--- config.mk ---
export PLATFORM = sky130hd
export DESIGN_NAME = dcls_lockstep
export DESIGN_NICKNAME = d
export VERILOG_FILES = /design/src/dcls_pkg.sv /design/src/tmr_vote.sv /design/src/trail_input_delay.sv /design/src/ibus_lockstep_cmp.sv /design/src/dbus_lockstep_cmp.sv /design/src/dcls_lockstep.sv
export VERILOG_INCLUDE_DIRS = /design/src
export SDC_FILE = /design/constraint.sdc
export NUM_CORES = 1
export LEC_CHECK = 0
export BUFFER_PORTS_ARGS = -buffer_cell sky130_fd_sc_hd__buf_2
export CAP_MARGIN = 20
export CORE_AREA = 2 2 246 248
export DETAILED_ROUTE_END_ITERATION = 12
export DIE_AREA = 0 0 248 250
export PLACE_DENSITY_LB_ADDON = 0.15
export SLEW_MARGIN = 20
export SYNTH_ARGS = -nofsm -noshare
export SYNTH_HDL_FRONTEND = slang
export SYNTH_SLANG_ARGS = --single-unit
export TNS_END_PERCENT = 50
--- constraint.sdc ---
create_clock -name s_clk_i -period 1.57 [get_ports s_clk_i]
set_input_delay 0.2355 -clock s_clk_i [delete_from_list [all_inputs] [get_ports s_clk_i]]
set_output_delay 0.2355 -clock s_clk_i [all_outputs]
set_load 0.01 [all_outputs]
--- src/dcls_consts.svh ---
`ifndef DCLS_CONSTS_SVH
`define DCLS_CONSTS_SVH

// AHB bus widths
`define DCLS_ADDR_W      32
`define DCLS_DATA_W      32
`define DCLS_HTRANS_W    2
`define DCLS_HSIZE_W     3

// Custom AHB protection
`define DCLS_PARITY_W    6    // Request parity
`define DCLS_CHECKSUM_W  7    // Data checksum

// AHB transfer type IDLE
`define DCLS_HTRANS_IDLE 2'b00

// Replicas of each response line
`define DCLS_TMR_REPS    3

`endif

--- src/dcls_pkg.sv ---
`default_nettype none

`include "dcls_consts.svh"

package dcls_pkg;

    typedef logic [`DCLS_ADDR_W-1:0]     addr_t;
    typedef logic [`DCLS_DATA_W-1:0]     data_t;
    typedef logic [`DCLS_PARITY_W-1:0]   parity_t;
    typedef logic [`DCLS_CHECKSUM_W-1:0] checksum_t;
    typedef logic [`DCLS_HTRANS_W-1:0]   htrans_t;
    typedef logic [`DCLS_HSIZE_W-1:0]    hsize_t;

    // Instruction bus request of one core
    typedef struct packed {
        htrans_t htrans;
        addr_t   haddr;
        parity_t hparity;
    } ibus_req_t;

    // Data bus request of one core
    typedef struct packed {
        htrans_t   htrans;
        addr_t     haddr;
        hsize_t    hsize;
        logic      hwrite;
        parity_t   hparity;
        data_t     hwdata;
        checksum_t hwchecksum;
    } dbus_req_t;

    typedef struct packed {
        logic hready;   // End of transfer
        logic hresp;    // Error response
    } bus_rsp_t;

    typedef bus_rsp_t [`DCLS_TMR_REPS-1:0] bus_rsp_tmr_t;

    typedef struct packed {
        data_t     hrdata;
        checksum_t hrchecksum;
    } bus_rd_t;

    // Everything a core gets from the system
    typedef struct packed {
        bus_rsp_t ibus_rsp;
        bus_rsp_t dbus_rsp;
        bus_rd_t  ibus_rd;
        bus_rd_t  dbus_rd;
        logic     meip;     // External interrupt
        logic     mtip;     // Timer interrupt
    } core_in_t;

endpackage

`default_nettype wire

--- src/tmr_vote.sv ---
`timescale 1ns/1ps
`default_nettype none

`include "dcls_consts.svh"

module tmr_vote import dcls_pkg::*; (
    input  bus_rsp_tmr_t ibus_rsp_tmr_i,
    input  bus_rsp_tmr_t dbus_rsp_tmr_i,
    output bus_rsp_t     ibus_rsp_o,
    output bus_rsp_t     dbus_rsp_o
);

    // Bitwise two of three
    function automatic bus_rsp_t vote3(input bus_rsp_tmr_t rep);
        return bus_rsp_t'((rep[0] & rep[1]) | (rep[0] & rep[2]) | (rep[1] & rep[2]));
    endfunction

    always_comb begin
        ibus_rsp_o = vote3(ibus_rsp_tmr_i);
        dbus_rsp_o = vote3(dbus_rsp_tmr_i);

        // Warn about an upset replica that the vote masks
        for (int r = 0; r < `DCLS_TMR_REPS; r++) begin
            assert (ibus_rsp_tmr_i[r] == ibus_rsp_o)
                else $warning("ibus response replica %0d outvoted", r);
            assert (dbus_rsp_tmr_i[r] == dbus_rsp_o)
                else $warning("dbus response replica %0d outvoted", r);
        end
    end

endmodule

`default_nettype wire

--- src/trail_input_delay.sv ---
`timescale 1ns/1ps
`default_nettype none

module trail_input_delay import dcls_pkg::*; (
    input  logic     s_clk_i,
    input  logic     arst_n_i,

    input  bus_rsp_t ibus_rsp_i,    // Voted responses
    input  bus_rsp_t dbus_rsp_i,
    input  bus_rd_t  ibus_rd_i,     // Read data and checksum
    input  bus_rd_t  dbus_rd_i,
    input  logic     int_meip_i,
    input  logic     int_mtip_i,

    output core_in_t lead_in_o,     // Leading core in the same cycle
    output core_in_t trail_in_o     // Trailing core one cycle later
);

    // Leading core sees the system directly
    always_comb begin
        lead_in_o.ibus_rsp = ibus_rsp_i;
        lead_in_o.dbus_rsp = dbus_rsp_i;
        lead_in_o.ibus_rd  = ibus_rd_i;
        lead_in_o.dbus_rd  = dbus_rd_i;
        lead_in_o.meip     = int_meip_i;
        lead_in_o.mtip     = int_mtip_i;
    end

    // Trailing core runs one cycle behind, so its inputs do too
    always_ff @(posedge s_clk_i or negedge arst_n_i) begin
        if (!arst_n_i) begin
            trail_in_o <= '0;
        end else begin
            trail_in_o <= lead_in_o;
        end
    end

    property p_trail_follows_lead;
        @(posedge s_clk_i) disable iff (!arst_n_i)
            $past(arst_n_i) |-> (trail_in_o == $past(lead_in_o));
    endproperty

    a_trail_follows_lead: assert property (p_trail_follows_lead)
        else $error("trailing core inputs are not the delayed leading inputs");

endmodule

`default_nettype wire

--- src/ibus_lockstep_cmp.sv ---
`timescale 1ns/1ps
`default_nettype none

`include "dcls_consts.svh"

module ibus_lockstep_cmp import dcls_pkg::*; (
    input  logic      s_clk_i,
    input  logic      arst_n_i,
    input  ibus_req_t lead_i,
    input  ibus_req_t trail_i,
    output logic      err_o     // Instruction bus discrepancy
);

    htrans_t lead_htrans_q1;
    htrans_t lead_htrans_q2;
    htrans_t trail_htrans_q;
    addr_t   lead_addr_q1;
    addr_t   lead_addr_q2;
    addr_t   trail_addr_q;
    parity_t lead_par_q1;
    parity_t lead_par_q2;
    parity_t trail_par_q;

    // Transfer type through two leading stages and one trailing stage
    always_ff @(posedge s_clk_i or negedge arst_n_i) begin
        if (!arst_n_i) begin
            lead_htrans_q1 <= `DCLS_HTRANS_IDLE;
            lead_htrans_q2 <= `DCLS_HTRANS_IDLE;
            trail_htrans_q <= `DCLS_HTRANS_IDLE;
        end else begin
            lead_htrans_q1 <= lead_i.htrans;
            lead_htrans_q2 <= lead_htrans_q1;   // Extra stage to line up with trailing
            trail_htrans_q <= trail_i.htrans;
        end
    end

    always_ff @(posedge s_clk_i) begin
        lead_addr_q1 <= lead_i.haddr;
        lead_addr_q2 <= lead_addr_q1;
        trail_addr_q <= trail_i.haddr;
        lead_par_q1  <= lead_i.hparity;
        lead_par_q2  <= lead_par_q1;
        trail_par_q  <= trail_i.hparity;
    end

    always_comb begin
        err_o = 1'b0;
        if (lead_htrans_q2 != trail_htrans_q) begin
            err_o = 1'b1;
        end else if (trail_htrans_q != `DCLS_HTRANS_IDLE) begin
            // Address phase only matters for an active transfer
            err_o = (lead_addr_q2 != trail_addr_q) || (lead_par_q2 != trail_par_q);
        end
    end

    a_no_err_after_reset: assert property (@(posedge s_clk_i) $rose(arst_n_i) |-> !err_o)
        else $error("ibus discrepancy right after reset release");

endmodule

`default_nettype wire

--- src/dbus_lockstep_cmp.sv ---
`timescale 1ns/1ps
`default_nettype none

`include "dcls_consts.svh"

module dbus_lockstep_cmp import dcls_pkg::*; (
    input  logic      s_clk_i,
    input  logic      arst_n_i,
    input  dbus_req_t lead_i,
    input  dbus_req_t trail_i,
    output logic      err_o     // Data bus discrepancy
);

    htrans_t   lead_htrans_q1;
    htrans_t   lead_htrans_q2;
    htrans_t   trail_htrans_q;
    data_t     lead_wdata_q1;
    data_t     lead_wdata_q2;
    data_t     trail_wdata_q;
    checksum_t lead_wchk_q1;
    checksum_t lead_wchk_q2;
    checksum_t trail_wchk_q;
    addr_t     lead_addr_q1;
    addr_t     lead_addr_q2;
    addr_t     trail_addr_q;
    hsize_t    lead_size_q1;
    hsize_t    lead_size_q2;
    hsize_t    trail_size_q;
    logic      lead_write_q1;
    logic      lead_write_q2;
    logic      trail_write_q;
    parity_t   lead_par_q1;
    parity_t   lead_par_q2;
    parity_t   trail_par_q;

    // Transfer type and write data
    always_ff @(posedge s_clk_i or negedge arst_n_i) begin
        if (!arst_n_i) begin
            lead_htrans_q1 <= `DCLS_HTRANS_IDLE;
            lead_htrans_q2 <= `DCLS_HTRANS_IDLE;
            trail_htrans_q <= `DCLS_HTRANS_IDLE;
            lead_wdata_q1  <= '0;
            lead_wdata_q2  <= '0;
            trail_wdata_q  <= '0;
            lead_wchk_q1   <= '0;
            lead_wchk_q2   <= '0;
            trail_wchk_q   <= '0;
        end else begin
            lead_htrans_q1 <= lead_i.htrans;
            lead_htrans_q2 <= lead_htrans_q1;
            trail_htrans_q <= trail_i.htrans;
            lead_wdata_q1  <= lead_i.hwdata;
            lead_wdata_q2  <= lead_wdata_q1;
            trail_wdata_q  <= trail_i.hwdata;
            lead_wchk_q1   <= lead_i.hwchecksum;
            lead_wchk_q2   <= lead_wchk_q1;
            trail_wchk_q   <= trail_i.hwchecksum;
        end
    end

    always_ff @(posedge s_clk_i) begin
        lead_addr_q1  <= lead_i.haddr;
        lead_addr_q2  <= lead_addr_q1;
        trail_addr_q  <= trail_i.haddr;
        lead_size_q1  <= lead_i.hsize;
        lead_size_q2  <= lead_size_q1;
        trail_size_q  <= trail_i.hsize;
        lead_write_q1 <= lead_i.hwrite;
        lead_write_q2 <= lead_write_q1;
        trail_write_q <= trail_i.hwrite;
        lead_par_q1   <= lead_i.hparity;
        lead_par_q2   <= lead_par_q1;
        trail_par_q   <= trail_i.hparity;
    end

    always_comb begin
        err_o = 1'b0;
        if (lead_htrans_q2 != trail_htrans_q) begin
            err_o = 1'b1;
        end else if (trail_htrans_q != `DCLS_HTRANS_IDLE) begin
            err_o = (lead_addr_q2 != trail_addr_q) || (lead_size_q2 != trail_size_q) ||
                    (lead_write_q2 != trail_write_q) || (lead_par_q2 != trail_par_q);
        end
        // Data phase is not tracked so any write data difference counts
        if ((lead_wdata_q2 != trail_wdata_q) || (lead_wchk_q2 != trail_wchk_q)) begin
            err_o = 1'b1;
        end
    end

    a_no_err_after_reset: assert property (@(posedge s_clk_i) $rose(arst_n_i) |-> !err_o)
        else $error("dbus discrepancy right after reset release");

endmodule

`default_nettype wire

--- src/dcls_lockstep.sv ---
`timescale 1ns/1ps
`default_nettype none

module dcls_lockstep import dcls_pkg::*; (
    input  logic         s_clk_i,
    input  logic         arst_n_i,

    // System side responses with triplicated handshake lines
    input  bus_rsp_tmr_t ibus_rsp_tmr_i,
    input  bus_rsp_tmr_t dbus_rsp_tmr_i,
    input  bus_rd_t      ibus_rd_i,
    input  bus_rd_t      dbus_rd_i,
    input  logic         int_meip_i,
    input  logic         int_mtip_i,

    // Requests from both cores
    input  ibus_req_t    lead_ibus_i,
    input  ibus_req_t    trail_ibus_i,
    input  dbus_req_t    lead_dbus_i,
    input  dbus_req_t    trail_dbus_i,

    output ibus_req_t    ibus_o,        // To the system
    output dbus_req_t    dbus_o,
    output core_in_t     lead_in_o,     // To the leading core
    output core_in_t     trail_in_o,    // To the trailing core
    output logic         unrec_err_o    // Cores have diverged
);

    bus_rsp_t ibus_rsp;
    bus_rsp_t dbus_rsp;
    logic     ibus_err;
    logic     dbus_err;

    // Leading core owns the system buses
    assign ibus_o = lead_ibus_i;
    assign dbus_o = lead_dbus_i;

    assign unrec_err_o = ibus_err || dbus_err;

    tmr_vote u_tmr_vote (
        .ibus_rsp_tmr_i (ibus_rsp_tmr_i),
        .dbus_rsp_tmr_i (dbus_rsp_tmr_i),
        .ibus_rsp_o     (ibus_rsp),
        .dbus_rsp_o     (dbus_rsp)
    );

    trail_input_delay u_trail_input_delay (
        .s_clk_i    (s_clk_i),
        .arst_n_i   (arst_n_i),
        .ibus_rsp_i (ibus_rsp),
        .dbus_rsp_i (dbus_rsp),
        .ibus_rd_i  (ibus_rd_i),
        .dbus_rd_i  (dbus_rd_i),
        .int_meip_i (int_meip_i),
        .int_mtip_i (int_mtip_i),
        .lead_in_o  (lead_in_o),
        .trail_in_o (trail_in_o)
    );

    ibus_lockstep_cmp u_ibus_cmp (
        .s_clk_i  (s_clk_i),
        .arst_n_i (arst_n_i),
        .lead_i   (lead_ibus_i),
        .trail_i  (trail_ibus_i),
        .err_o    (ibus_err)
    );

    dbus_lockstep_cmp u_dbus_cmp (
        .s_clk_i  (s_clk_i),
        .arst_n_i (arst_n_i),
        .lead_i   (lead_dbus_i),
        .trail_i  (trail_dbus_i),
        .err_o    (dbus_err)
    );

endmodule

`default_nettype wire

# Yosys cells after proc, flatten, opt, wreduce, memory -nomap -nowiden
# Index checks and enable logic that the tools add are counted.
[totals]
reg_bits = 453
input_bits = 340
output_inout_bits = 292
elab_cells = 73
[classes]
n_eq_ne = 10
muxes = 5
bitwise = 10
reduce_logical = 8
[op_table]
columns = ["cell", "count"]
rows = [
  ["inequality test 32 bit", 3],
  ["AND 2 bit", 6],
  ["inequality test 6 bit", 2],
  ["bitwise OR 2 bit", 4],
  ["inequality test 7 bit", 1],
  ["logical OR 1 bit", 6],
  ["2-to-1 mux 1 bit", 5],
  ["inequality test 2 bit", 2],
  ["nonzero test 2 bit", 2],
  ["inequality test 3 bit", 1],
  ["inequality test 1 bit", 1],
]

# Depth between registers and ports, before layout
# Gate-level depths: netlist (run 1).
[logic_depth]
ltp_word = 8
mapped_depth = 5
mapped_depth_nobuf = 5

# Modules after synthesis
# Synthesis (run 1) repeated with hierarchy kept, for this count alone.
[unflattened]
cells_unflattened = 835
area_unflattened_um2 = 13095.1
[modules_own_cells]
columns = ["module", "n_inst", "cells_per_inst", "area_per_inst_um2", "seq_area_each_um2"]
rows = [
  ["dbus_lockstep_cmp", 1, 362, 6508.7, 5600.4],
  ["ibus_lockstep_cmp", 1, 177, 2879.0, 2432.3],
  ["trail_input_delay", 1, 168, 2732.6, 2102.0],
  ["dcls_lockstep", 1, 124, 929.6, 0.0],
  ["tmr_vote", 1, 4, 45.0, 0.0],
]

# Worst setup path after synthesis (run 1)
# Ideal clock, no wire load.
[synth_path]
path_type = "register to output"
start = "reg u_dbus_cmp.trail_addr_q[29]"
end = "out unrec_err_o"
arrival_time_ps = 1214
required_ps = 1334
slack_ps = 120
stages_incl_launch_ff = 6
path_buffers = 0
cell_sequence = "dfxtp_1 xor2_1 nor4_1 nand4_1 o32ai_1 nand3_1"
[synth_between]
elab_chain_cells = 8
[synth_rtl]
columns = ["element", "line", "source"]
rows = [
  ["from (decl)", "dbus_lockstep_cmp.sv:25", "addr_t trail_addr_q;"],
  ["from (signal assigned)", "dbus_lockstep_cmp.sv:64", "trail_addr_q <= trail_i.haddr;"],
  ["inequality test 32 bit", "dbus_lockstep_cmp.sv:81", "err_o = (lead_addr_q2 != trail_addr_q) || (lead_size_q2 != trail_size_q) ||"],
  ["logical OR 1 bit (2 in a row)", "dbus_lockstep_cmp.sv:81", ""],
  ["logical OR 1 bit", "dbus_lockstep_cmp.sv:82", "(lead_write_q2 != trail_write_q) || (lead_par_q2 != trail_par_q);"],
  ["2-to-1 mux 1 bit", "dbus_lockstep_cmp.sv:80", "end else if (trail_htrans_q != `DCLS_HTRANS_IDLE) begin"],
  ["2-to-1 mux 1 bit", "dbus_lockstep_cmp.sv:78", "if (lead_htrans_q2 != trail_htrans_q) begin"],
  ["2-to-1 mux 1 bit", "dbus_lockstep_cmp.sv:85", "if ((lead_wdata_q2 != trail_wdata_q) || (lead_wchk_q2 != trail_wchk_q)) begin"],
  ["logical OR 1 bit", "dcls_lockstep.sv:38", "assign unrec_err_o = ibus_err || dbus_err;"],
  ["to (decl)", "dcls_lockstep.sv:26", "output logic unrec_err_o"],
]
# No other way between the ends.

# Worst setup path after layout (run 1)
[layout_path]
start = "reg u_dbus_cmp.trail_size_q[1]"
end = "out unrec_err_o"
[layout_between]
elab_chain_cells = 8
[layout_rtl]
columns = ["element", "line", "source"]
rows = [
  ["from (decl)", "dbus_lockstep_cmp.sv:28", "hsize_t trail_size_q;"],
  ["from (signal assigned)", "dbus_lockstep_cmp.sv:67", "trail_size_q <= trail_i.hsize;"],
  ["inequality test 3 bit", "dbus_lockstep_cmp.sv:81", ""],
  ["logical OR 1 bit (2 in a row)", "dbus_lockstep_cmp.sv:81", ""],
  ["logical OR 1 bit", "dbus_lockstep_cmp.sv:82", ""],
  ["2-to-1 mux 1 bit", "dbus_lockstep_cmp.sv:80", ""],
  ["2-to-1 mux 1 bit", "dbus_lockstep_cmp.sv:78", ""],
  ["2-to-1 mux 1 bit", "dbus_lockstep_cmp.sv:85", ""],
  ["logical OR 1 bit", "dcls_lockstep.sv:38", ""],
]
# No other way between the ends.

==> results.toml, run 1 <==
[run_status]
status = "finished, violations left"
violations = "setup timing"

[pwr]
clkPwrFrac_pct = 44.6
p_int_w = 0.0207
p_sw_w = 0.00600
power.ir.vdd_worst_uv = 814
power_density_nw_per_um2 = 1270
p_leak_nw = 9.95
combPwrFrac_pct = 9.0
netSwitchingFraction_pct = 22.5
power_frac_seq_pct = 46.5

[sta]
finalWorstSetupSlack_ns = -0.976
setup_viol = 1
fin_crit_ns = 2.55
hold_slack_ns = 0.0582
fin_skew_ns = 0.0145
worstMarginPinSlew_ns = 0.420
relSlewSlack_pct = 72.0
rsz0062_at_grt = "yes"
max_freq_ghz = 0.393
hold_viol_final = 0
post-route-period-util_pct = 162
drv_slew = 0

[clock_network]
clk_latency_ns = 0.58
clkTransAtPathRegs_ns = 0.06
cts_tree = "built"
cts.path.max_buffers = 3
postCtsSetupRepairBufs = 0
clock-sinks = 453
root_buffer = "clkbuf_16"
htree_levels = 2
numCtsBuffers = 51

[global_route]
antenna_found_initial = 2
track_usage_pct = 12.9
grt_pass1_wl_mm = 58.1
grt_start_max_net_pins = 48
grt_overflow = 0
grt_pass1_vias = 9748

[critical_path]
worst-r2r-setup-slack_ns = 1.06
crit_path_end_kind = "primary output"
cp-endpoint = "unrec_err_o"
arrival_ns = 2.31
rr_startpoint = "u_dbus_cmp.lead_wchk_q1[1]$_DFF_PN0_"
startpoint = "u_dbus_cmp.trail_size_q[1]$_DFF_P_"
required_ns = 1.33
cp-start-kind = "flop"
worstSetupPathType = "flop to primary output"
r2r_cells = 0
reg2reg_to = "u_dbus_cmp.lead_wchk_q2[1]$_DFF_PN0_"
crit_fanout = 1

[final_layout]
fin_nets = 2008
fin_cells = 2491
final_cell_mix = "629 x buf_2, 330 x dlygate4sd3_1, 239 x dfxtp_1, 213 x dfrtp_1, 121 x xor2_1"
diodes = 0
drive_above_1_share_pct = 44.7
final_common_cell = "buf_2"
syn_to_final_growth_pct = 61.4

[synthesis]
synthAdderAreaFrac_pct = 0.307
muxShareOfSynthArea_pct = 0
syn_avg_cell_area_um2 = 15.8
syn_inst = 827
syn_nets = 1167
seq_area_frac_synth_pct = 77.7
synth_top_area_share_pct = 40.9
synthSimpleGateAreaFrac_pct = 1.94
netlist_area_um2 = 13000
synth_compound_area_share_pct = 0.134
synth.ff_latch_count = 453
yosys_warnings = 0
synth-xor-area-share_pct = 8.26
synth_top_family_by_area = "buffers and inverters"
yosysUniqueCellTypes = 12
synth_top_cell_by_area = "dfrtp_1"
synth_area_leaders = "dfrtp_1 41%, dfxtp_1 37%, buf_4 12%, xor2_1 8.1%, nor4_1 1.4%"

[floorplan]
die_h_um = 250
dieArea_um2 = 62000
start_util_pct = 21.9
io_pins = 632
core_um2 = 59600
rows = 90
die_w_um = 248

[hold_path]
hp-class = "input port to flop"

[detailed_routing]
drt_iter0_drc = 222
vias_per_cell = 3.50
ant_nets = 0
wl_per_cell_um = 16.4
post-route-drc-count = 0
routed_wl_mm = 40.9
drt_pre_antenna_iters = 4
num_vias = 8730

[flow_run]
cap_viol_max_count = 0

[placed_design]
io_buffers = 631
post-dp-hpwl_mm = 30.2
placed_cells = 2067
dpl_worst_slack_ns = -0.733
place_congestion = 0.775
[area by class of cell]
| cell class | count | area, um^2 |
|---|---|---|
| Sequential cell | 453 | 10100 |
| Clock buffer | 76 | 1560 |
| Timing Repair Buffer | 991 | 6740 |
| Fill cell | 5825 | 38500 |
| Clock inverter | 18 | 159 |
| Multi-Input combinational cell | 171 | 1490 |
| Tap cell | 782 | 978 |
[sequential cells by signal, indices dropped and copies added, names as in the netlist, 7 cells and up]
signal	flops
u_trail_input_delay.trail_in_o	84
u_dbus_cmp.lead_addr_q1	32
u_dbus_cmp.lead_addr_q2	32
u_dbus_cmp.lead_wdata_q1	32
u_dbus_cmp.lead_wdata_q2	32
u_dbus_cmp.trail_addr_q	32
u_dbus_cmp.trail_wdata_q	32
u_ibus_cmp.lead_addr_q1	32
u_ibus_cmp.lead_addr_q2	32
u_ibus_cmp.trail_addr_q	32
u_dbus_cmp.lead_wchk_q1	7
u_dbus_cmp.lead_wchk_q2	7
u_dbus_cmp.trail_wchk_q	7
[per-layer routing]
metal	part of all wire [%]	global-route usage, %
met1	37	14.0
met2	53	23.5
met3	6.5	2.99
met4	3.7	5.70
met5	0	0
[repair_timing]
action | in CTS | in global routing
setup endpoints to repair | 1 | 1
pin swaps | 2 | 3
resized for setup | 15 | 4
hold buffers | 330 | 0
hold endpoints to repair | 542 | 0
[critical path: stages (launching register included)]
cell     delay (ns)
dfxtp_2        0.31
xor2_1         0.16
nor4_2         0.31
buf_4          0.16
nand4_1        0.08
buf_4          0.16
o32ai_2        0.19
buf_4          0.16
nand3_2        0.07
buf_6          0.14
[cells in the mapped netlist]
cell type,n
xnor2_1,2
xor2_1,121
buf_4,203
dfxtp_1,240
dfrtp_1,213
nor2_1,1
maj3_1,4
nor4_1,29
nand3_1,4
nand4_1,6
o32ai_1,2
nor3_1,2
[worst min-delay path by stage]
stage / startpoint / end / cells past startpoint
finish: dbus_rsp_tmr_i[3] / u_trail_input_delay.trail_in_o[81]$_DFF_PN0_ / 2
global route: dbus_rsp_tmr_i[3] / u_trail_input_delay.trail_in_o[81]$_DFF_PN0_ / 2
CTS: dbus_rsp_tmr_i[3] / u_trail_input_delay.trail_in_o[81]$_DFF_PN0_ / 2
detailed placement: arst_n_i / u_trail_input_delay.trail_in_o[69]$_DFF_PN0_ / 1
global placement: arst_n_i / u_trail_input_delay.trail_in_o[52]$_DFF_PN0_ / 1
floorplan: arst_n_i / u_dbus_cmp.lead_htrans_q1[0]$_DFF_PN0_ / 0
[power by group through the flow]
stage	Combinational [W]	Sequential, W	Clock (W)
floorplan	0.000764	0.0127	0
global placement	0.00175	0.0126	0
detailed placement	0.00174	0.0127	0
CTS	0.00244	0.0124	0.0124
global route	0.00260	0.0125	0.0128
finish	0.00239	0.0124	0.0119
[logic make-up (layout without fill, tap and decap cells)]
logic type,Yosys count,after routing
flops,453,453
buf+inv,203,1085
xor+xnor,123,123
simple gates,42,42
fa+ha+maj,4,4
compound gates,2,2
[metrics by stage]
stage	power [W]	util, %	area [um^2]	TNS, ns
6_report	0.0267	35.4	21100	-0.976
5_1_grt	0.0279	35.4	21100	-1.15
4_1_cts	0.0272	35.3	21000	-1.11
3_5_place_dp	0.0144	26.7	15900	-0.733
3_3_place_gp	0.0144	26.7	15900	-0.671
2_1_floorplan	0.0134	-	13000	0
Note: power is estimated with default switching activity, not from simulation.
==> inputs of run 2 (changes only) <==
- ABC_AREA: unset -> 1
- CORE_AREA: 2 2 246 248 -> 2 2 249 251
- DIE_AREA: 0 0 248 250 -> 0 0 251 253
- GPL_ROUTABILITY_DRIVEN: unset -> 0
==> results.toml, run 2 <==
[detailed_routing]
num_vias = 9488
ant_nets = 0
drt_iter0_drc = 243
routed_wl_mm = 39.9
post-route-drc-count = 0
drt_pre_antenna_iters = 4
wl_per_cell_um = 14.7
vias_per_cell = 3.50

[pwr]
p_leak_nw = 10.5
power.ir.vdd_worst_uv = 868
power_density_nw_per_um2 = 1270

[final_layout]
final_common_cell = "buf_2"
top_register = "u_trail_input_delay.trail_in_o"
seq_area_um2 = 10100
largest_reg_flops = 84
nFillCells = 6000
utilization_pct = 35.3
post-route-cell-area_um2 = 21600
fin_nets = 2217
syn_to_final_growth_pct = 58.2
drive_above_1_share_pct = 38.8
multi_input_area_um2 = 1710
final_cell_mix = "629 x buf_2, 331 x dlygate4sd3_1, 239 x dfxtp_1, 213 x dfrtp_1, 149 x nand2_1"

[sta]
fin_setup_tns_ns = -0.712
hold_viol_final = 0
hold_slack_ns = 0.109
post-route-period-util_pct = 145
setup_viol = 1
relSlewSlack_pct = 75.9
fin_crit_ns = 2.28
worstMarginPinSlew_ns = 0.361
fin_skew_ns = 0.00488
rsz0062_at_grt = "yes"
finalWorstSetupSlack_ns = -0.712
drv_slew = 0
max_freq_ghz = 0.438

[floorplan]
die_h_um = 253
dieArea_um2 = 63500
start_util_pct = 22.3
core_um2 = 61000
die_w_um = 251
rows = 91
io_pins = 632

[synthesis]
netlist_area_um2 = 13600
yosys_warnings = 0
synth_top_cell_by_area = "dfrtp_1"
syn_avg_cell_area_um2 = 12.9
seq_area_frac_synth_pct = 74.4
synth_edf_count = 0
synth_common_cells = "240 x dfxtp_1, 213 x dfrtp_1, 203 x buf_4, 153 x nand2_1, 86 x inv_1"
syn_inst = 1059
synth_top_area_share_pct = 39.1
syn_nets = 1399
synthArstFlopShare_pct = 47.0
ys.flop_type = "dfxtp_1"
synth_area_leaders = "dfrtp_1 39%, dfxtp_1 35%, buf_4 11%, nand2_1 4.2%, xnor2_1 3.9%"
yosysUniqueCellTypes = 15
yosysMostFrequentCell = "dfxtp_1"
synth.ff_latch_count = 453

[critical_path]
slowest_delay_ns = 0.38
critical_path.cell_chain = "xnor2_1 > nand2_1 > nor2_4 > nand2_2 > nor2_2 > nand2_2 > nor2_4 > nand3_2 > buf_6"
cp-start-kind = "flop"
worstSetupPathType = "flop to primary output"
crit_path_end_kind = "primary output"
crit_fanout = 2
slowest_stage = "dfrtp_1"
arrival_ns = 2.05
required_ns = 1.33

[run_status]
status = "finished, violations left"
violations = "setup timing"

[placed_design]
post-dp-hpwl_mm = 29.2
io_buffers = 631
dpl_worst_slack_ns = -0.621
placed_area_um2 = 16300

[clock_network]
clk_latency_ns = 0.57
clkTransAtPathRegs_ns = 0.06
root_buffer = "clkbuf_16"
clock-sinks = 453
htree_levels = 2
numCtsBuffers = 50
cts.path.max_buffers = 3
cts_tree = "built"

[flow_run]
cap_viol_max_count = 0

[global_route]
grt_pass1_wl_mm = 58.7
antenna_found_initial = 3
grt_pass1_vias = 10358
grt_start_max_net_pins = 54
grt_overflow = 0
track_usage_pct = 12.2

[hold_path]
hp-class = "input port to async pin"
## run 2: changes by cell type after synthesis, moves of 10 or more
cell / before / now
inv_1: 0 / 86
nor2_1: 1 / 59
o21ai_0: 0 / 10
nand2_1: 0 / 153
xor2_1: 121 / 14
nor4_1: 29 / 0
xnor2_1: 2 / 61
## run 2: logic make-up after synthesis
logic type,Yosys count,share of synthesized area [%]
compound gates,12,0.459
buf+inv,289,13.6
flops,453,74.4
simple gates,226,6.45
xor+xnor,75,4.82
fa+ha+maj,4,0.294
## run 2: worst max-delay path: cells and delay by family, from the launching register on
kind	cells	cell delay (ns)
buffers and inverters	1	0.14
flip-flops	1	0.38
AND/OR/NAND/NOR	7	0.79
XOR/XNOR	1	0.17
## run 2: area by class of cell
class	count	area share [%]
Tap cell	790	4.59
Antenna cell	3	0.0348
Clock buffer	68	6.88
Multi-Input combinational cell	317	7.95
Sequential cell	453	47.0
Clock inverter	25	1.50
Inverter	86	1.50
Timing Repair Buffer	969	30.5
## run 2: through the flow
stage,total power [W],instances
final,0.0274,2711
after global routing,0.0287,2710
after CTS,0.0280,2708
after detailed placement,0.0144,2284
after global placement,0.0144,2284
after floorplan,0.0135,1059
## run 2: per-layer routing
| metal | GRT usage, % | vias to the layer above | routed length [um] |
|---|---|---|---|
| li1 | - | 4631 | - |
| met2 | 22.5 | 380 | 20800 |
| met4 | 5.58 | 0 | 1490 |
| met3 | 3.31 | 87 | 2690 |
| met1 | 13.0 | 4390 | 14900 |
| met5 | 0 | - | 0 |
## run 2: worst paths after layout
path	from	endpoint	slack [ns]	cells past startpoint
setup / recovery	u_dbus_cmp.trail_htrans_q[1]$_DFF_PN0_	unrec_err_o	-0.71	9
hold / removal	arst_n_i	u_trail_input_delay.trail_in_o[59]$_DFF_PN0_	0.11	2
setup reg to reg	u_dbus_cmp.lead_wdata_q1[28]$_DFF_PN0_	u_dbus_cmp.lead_wdata_q2[28]$_DFF_PN0_	1.07	0
hold reg to reg	u_dbus_cmp.lead_addr_q1[12]$_DFF_P_	u_dbus_cmp.lead_addr_q2[12]$_DFF_P_	0.32	0
max in group asynchronous	arst_n_i	u_dbus_cmp.trail_wdata_q[12]$_DFF_PN0_	0.80	3
min in group s_clk_i	trail_dbus_i[77]	u_dbus_cmp.trail_addr_q[28]$_DFF_P_	0.30	2
## run 2: what timing repair did
item	CTS	global route
buffers inserted	0	0
cloned	0	0
hold buffers	331	0
gates resized for setup	20	3
pin swaps	8	9
setup endpoints to repair	1	1
endpoints found under the hold margin	543	0
## run 2: report_power, final
group / internal, W / switching, W
clock network: 0.00778 / 0.00479
logic: 0.00134 / 0.00110
registers: 0.0122 / 0.000212
total: 0.0213 / 0.00610
==> inputs of run 3 (changes only) <==
- SKIP_LAST_GASP: unset -> 1
==> results.toml, run 3 (synthesized netlist as in run 2, its figures left out) <==
[run_status]
status = "finished, violations left"
violations = "setup timing"

[final_layout]
syn_to_final_growth_pct = 58.3
largest_reg_flops = 84
top_register = "u_trail_input_delay.trail_in_o"
drive_above_1_share_pct = 38.8
fin_cells = 2711
fin_nets = 2217
multi_input_area_um2 = 1720
final_cell_mix = "629 x buf_2, 331 x dlygate4sd3_1, 240 x dfxtp_1, 213 x dfrtp_1, 149 x nand2_1"
nFillCells = 6001
final_common_cell = "buf_2"
post-route-cell-area_um2 = 21600
seq_area_um2 = 10100

[global_route]
grt_overflow = 0
grt_start_max_net_pins = 54
grt_pass1_vias = 10362
grt_pass1_wl_mm = 58.7
track_usage_pct = 12.2
antenna_found_initial = 3

[sta]
setup_viol = 1
hold_viol_final = 0
max_freq_ghz = 0.437
worstMarginPinSlew_ns = 0.361
fin_crit_ns = 2.29
fin_skew_ns = 0.00486
finalWorstSetupSlack_ns = -0.720
drv_slew = 0
hold_slack_ns = 0.109
rsz0062_at_grt = "yes"
relSlewSlack_pct = 75.9
post-route-period-util_pct = 146

[clock_network]
clock-sinks = 453
postCtsSetupRepairBufs = 0
root_buffer = "clkbuf_16"
cts_tree = "built"
clk_latency_ns = 0.57
clkTransAtPathRegs_ns = 0.06
numCtsBuffers = 50
cts.path.max_buffers = 3
htree_levels = 2

[detailed_routing]
drt_iter0_drc = 244
wl_per_cell_um = 14.7
num_vias = 9490
drt_pre_antenna_iters = 4
routed_wl_mm = 39.9
ant_nets = 0
post-route-drc-count = 0
vias_per_cell = 3.50

[pwr]
p_leak_nw = 10.5
power_density_nw_per_um2 = 1270
p_total_w = 0.0274
power.ir.vdd_worst_uv = 868

[critical_path]
critPathTopFamily = "simple AND/OR/NAND/NOR gates"
crit_fanout = 2
cp-start-kind = "flop"
critical_path.cell_chain = "xnor2_1 > nand2_1 > nor2_4 > nand2_2 > nor2_2 > nand2_4 > nor2_4 > nand3_2 > buf_6"
cp.depth = 9
arrival_ns = 2.05
crit_path_end_kind = "primary output"
worst-r2r-setup-slack_ns = 1.07
cp.buffers_inverters = 1
worstSetupPathType = "flop to primary output"
r2r_cells = 0
cpMostUsedCell = "nor2_4"
required_ns = 1.33
slowest_stage = "dfrtp_1"
slowest_delay_ns = 0.38

[floorplan]
die_h_um = 253
die_w_um = 251
rows = 91
start_util_pct = 22.3
core_um2 = 61000
dieArea_um2 = 63500
io_pins = 632

[hold_path]
hp-class = "input port to async pin"

[placed_design]
dpl_worst_slack_ns = -0.621
placed_cells = 2284
post-dp-hpwl_mm = 29.2
io_buffers = 631
placed_area_um2 = 16300

[flow_run]
cap_viol_max_count = 0
run 3: area by class of cell:
cell class	instances	area share, %
tap	790	4.59
timing repair buffer	969	30.5
sequential	453	47.0
inverter	86	1.50
clock inverter	25	1.50
multi-input combinational	317	7.97
antenna	3	0.0348
clock buffer	68	6.88
run 3: final timing paths:
path / from / end
max reg2reg: u_dbus_cmp.lead_wdata_q1[28]$_DFF_PN0_ / u_dbus_cmp.lead_wdata_q2[28]$_DFF_PN0_
max: u_dbus_cmp.trail_htrans_q[1]$_DFF_PN0_ / unrec_err_o
min in group s_clk_i: trail_dbus_i[77] / u_dbus_cmp.trail_addr_q[28]$_DFF_P_
min: arst_n_i / u_trail_input_delay.trail_in_o[59]$_DFF_PN0_
max in group asynchronous: arst_n_i / u_dbus_cmp.trail_wdata_q[12]$_DFF_PN0_
min reg2reg: u_dbus_cmp.lead_addr_q1[12]$_DFF_P_ / u_dbus_cmp.lead_addr_q2[12]$_DFF_P_
run 3: per-layer routing:
layer | routed length, um | track usage (%) | part of all wire, % | vias up
met4 | 1490 | 5.58 | 3.7 | 0
met3 | 2700 | 3.30 | 6.8 | 87
met5 | 0 | 0 | 0 | -
met2 | 20900 | 22.5 | 52 | 383
met1 | 14900 | 13.0 | 37 | 4388
li1 | - | - | - | 4632
run 3: per-stage QoR:
stage	utilization (%)	TNS, ns
3_3_place_gp	26.8	-0.640
2_1_floorplan	-	0
4_1_cts	35.3	-0.860
6_report	35.3	-0.720
3_5_place_dp	26.8	-0.621
5_1_grt	35.3	-0.929
run 3: timing repair:
item / CTS / global route
endpoints found under the setup margin: 1 / 1
hold endpoints to repair: 543 / 0
resized for setup: 17 / 6
hold buffers: 331 / 0
pin swaps: 8 / 12
run 3: power breakdown:
group          internal (W)  switching, W  total, W
sequential           0.0122      0.000212    0.0124
clock               0.00778       0.00479    0.0126
combinational       0.00134       0.00110   0.00244
total                0.0213       0.00610    0.0274
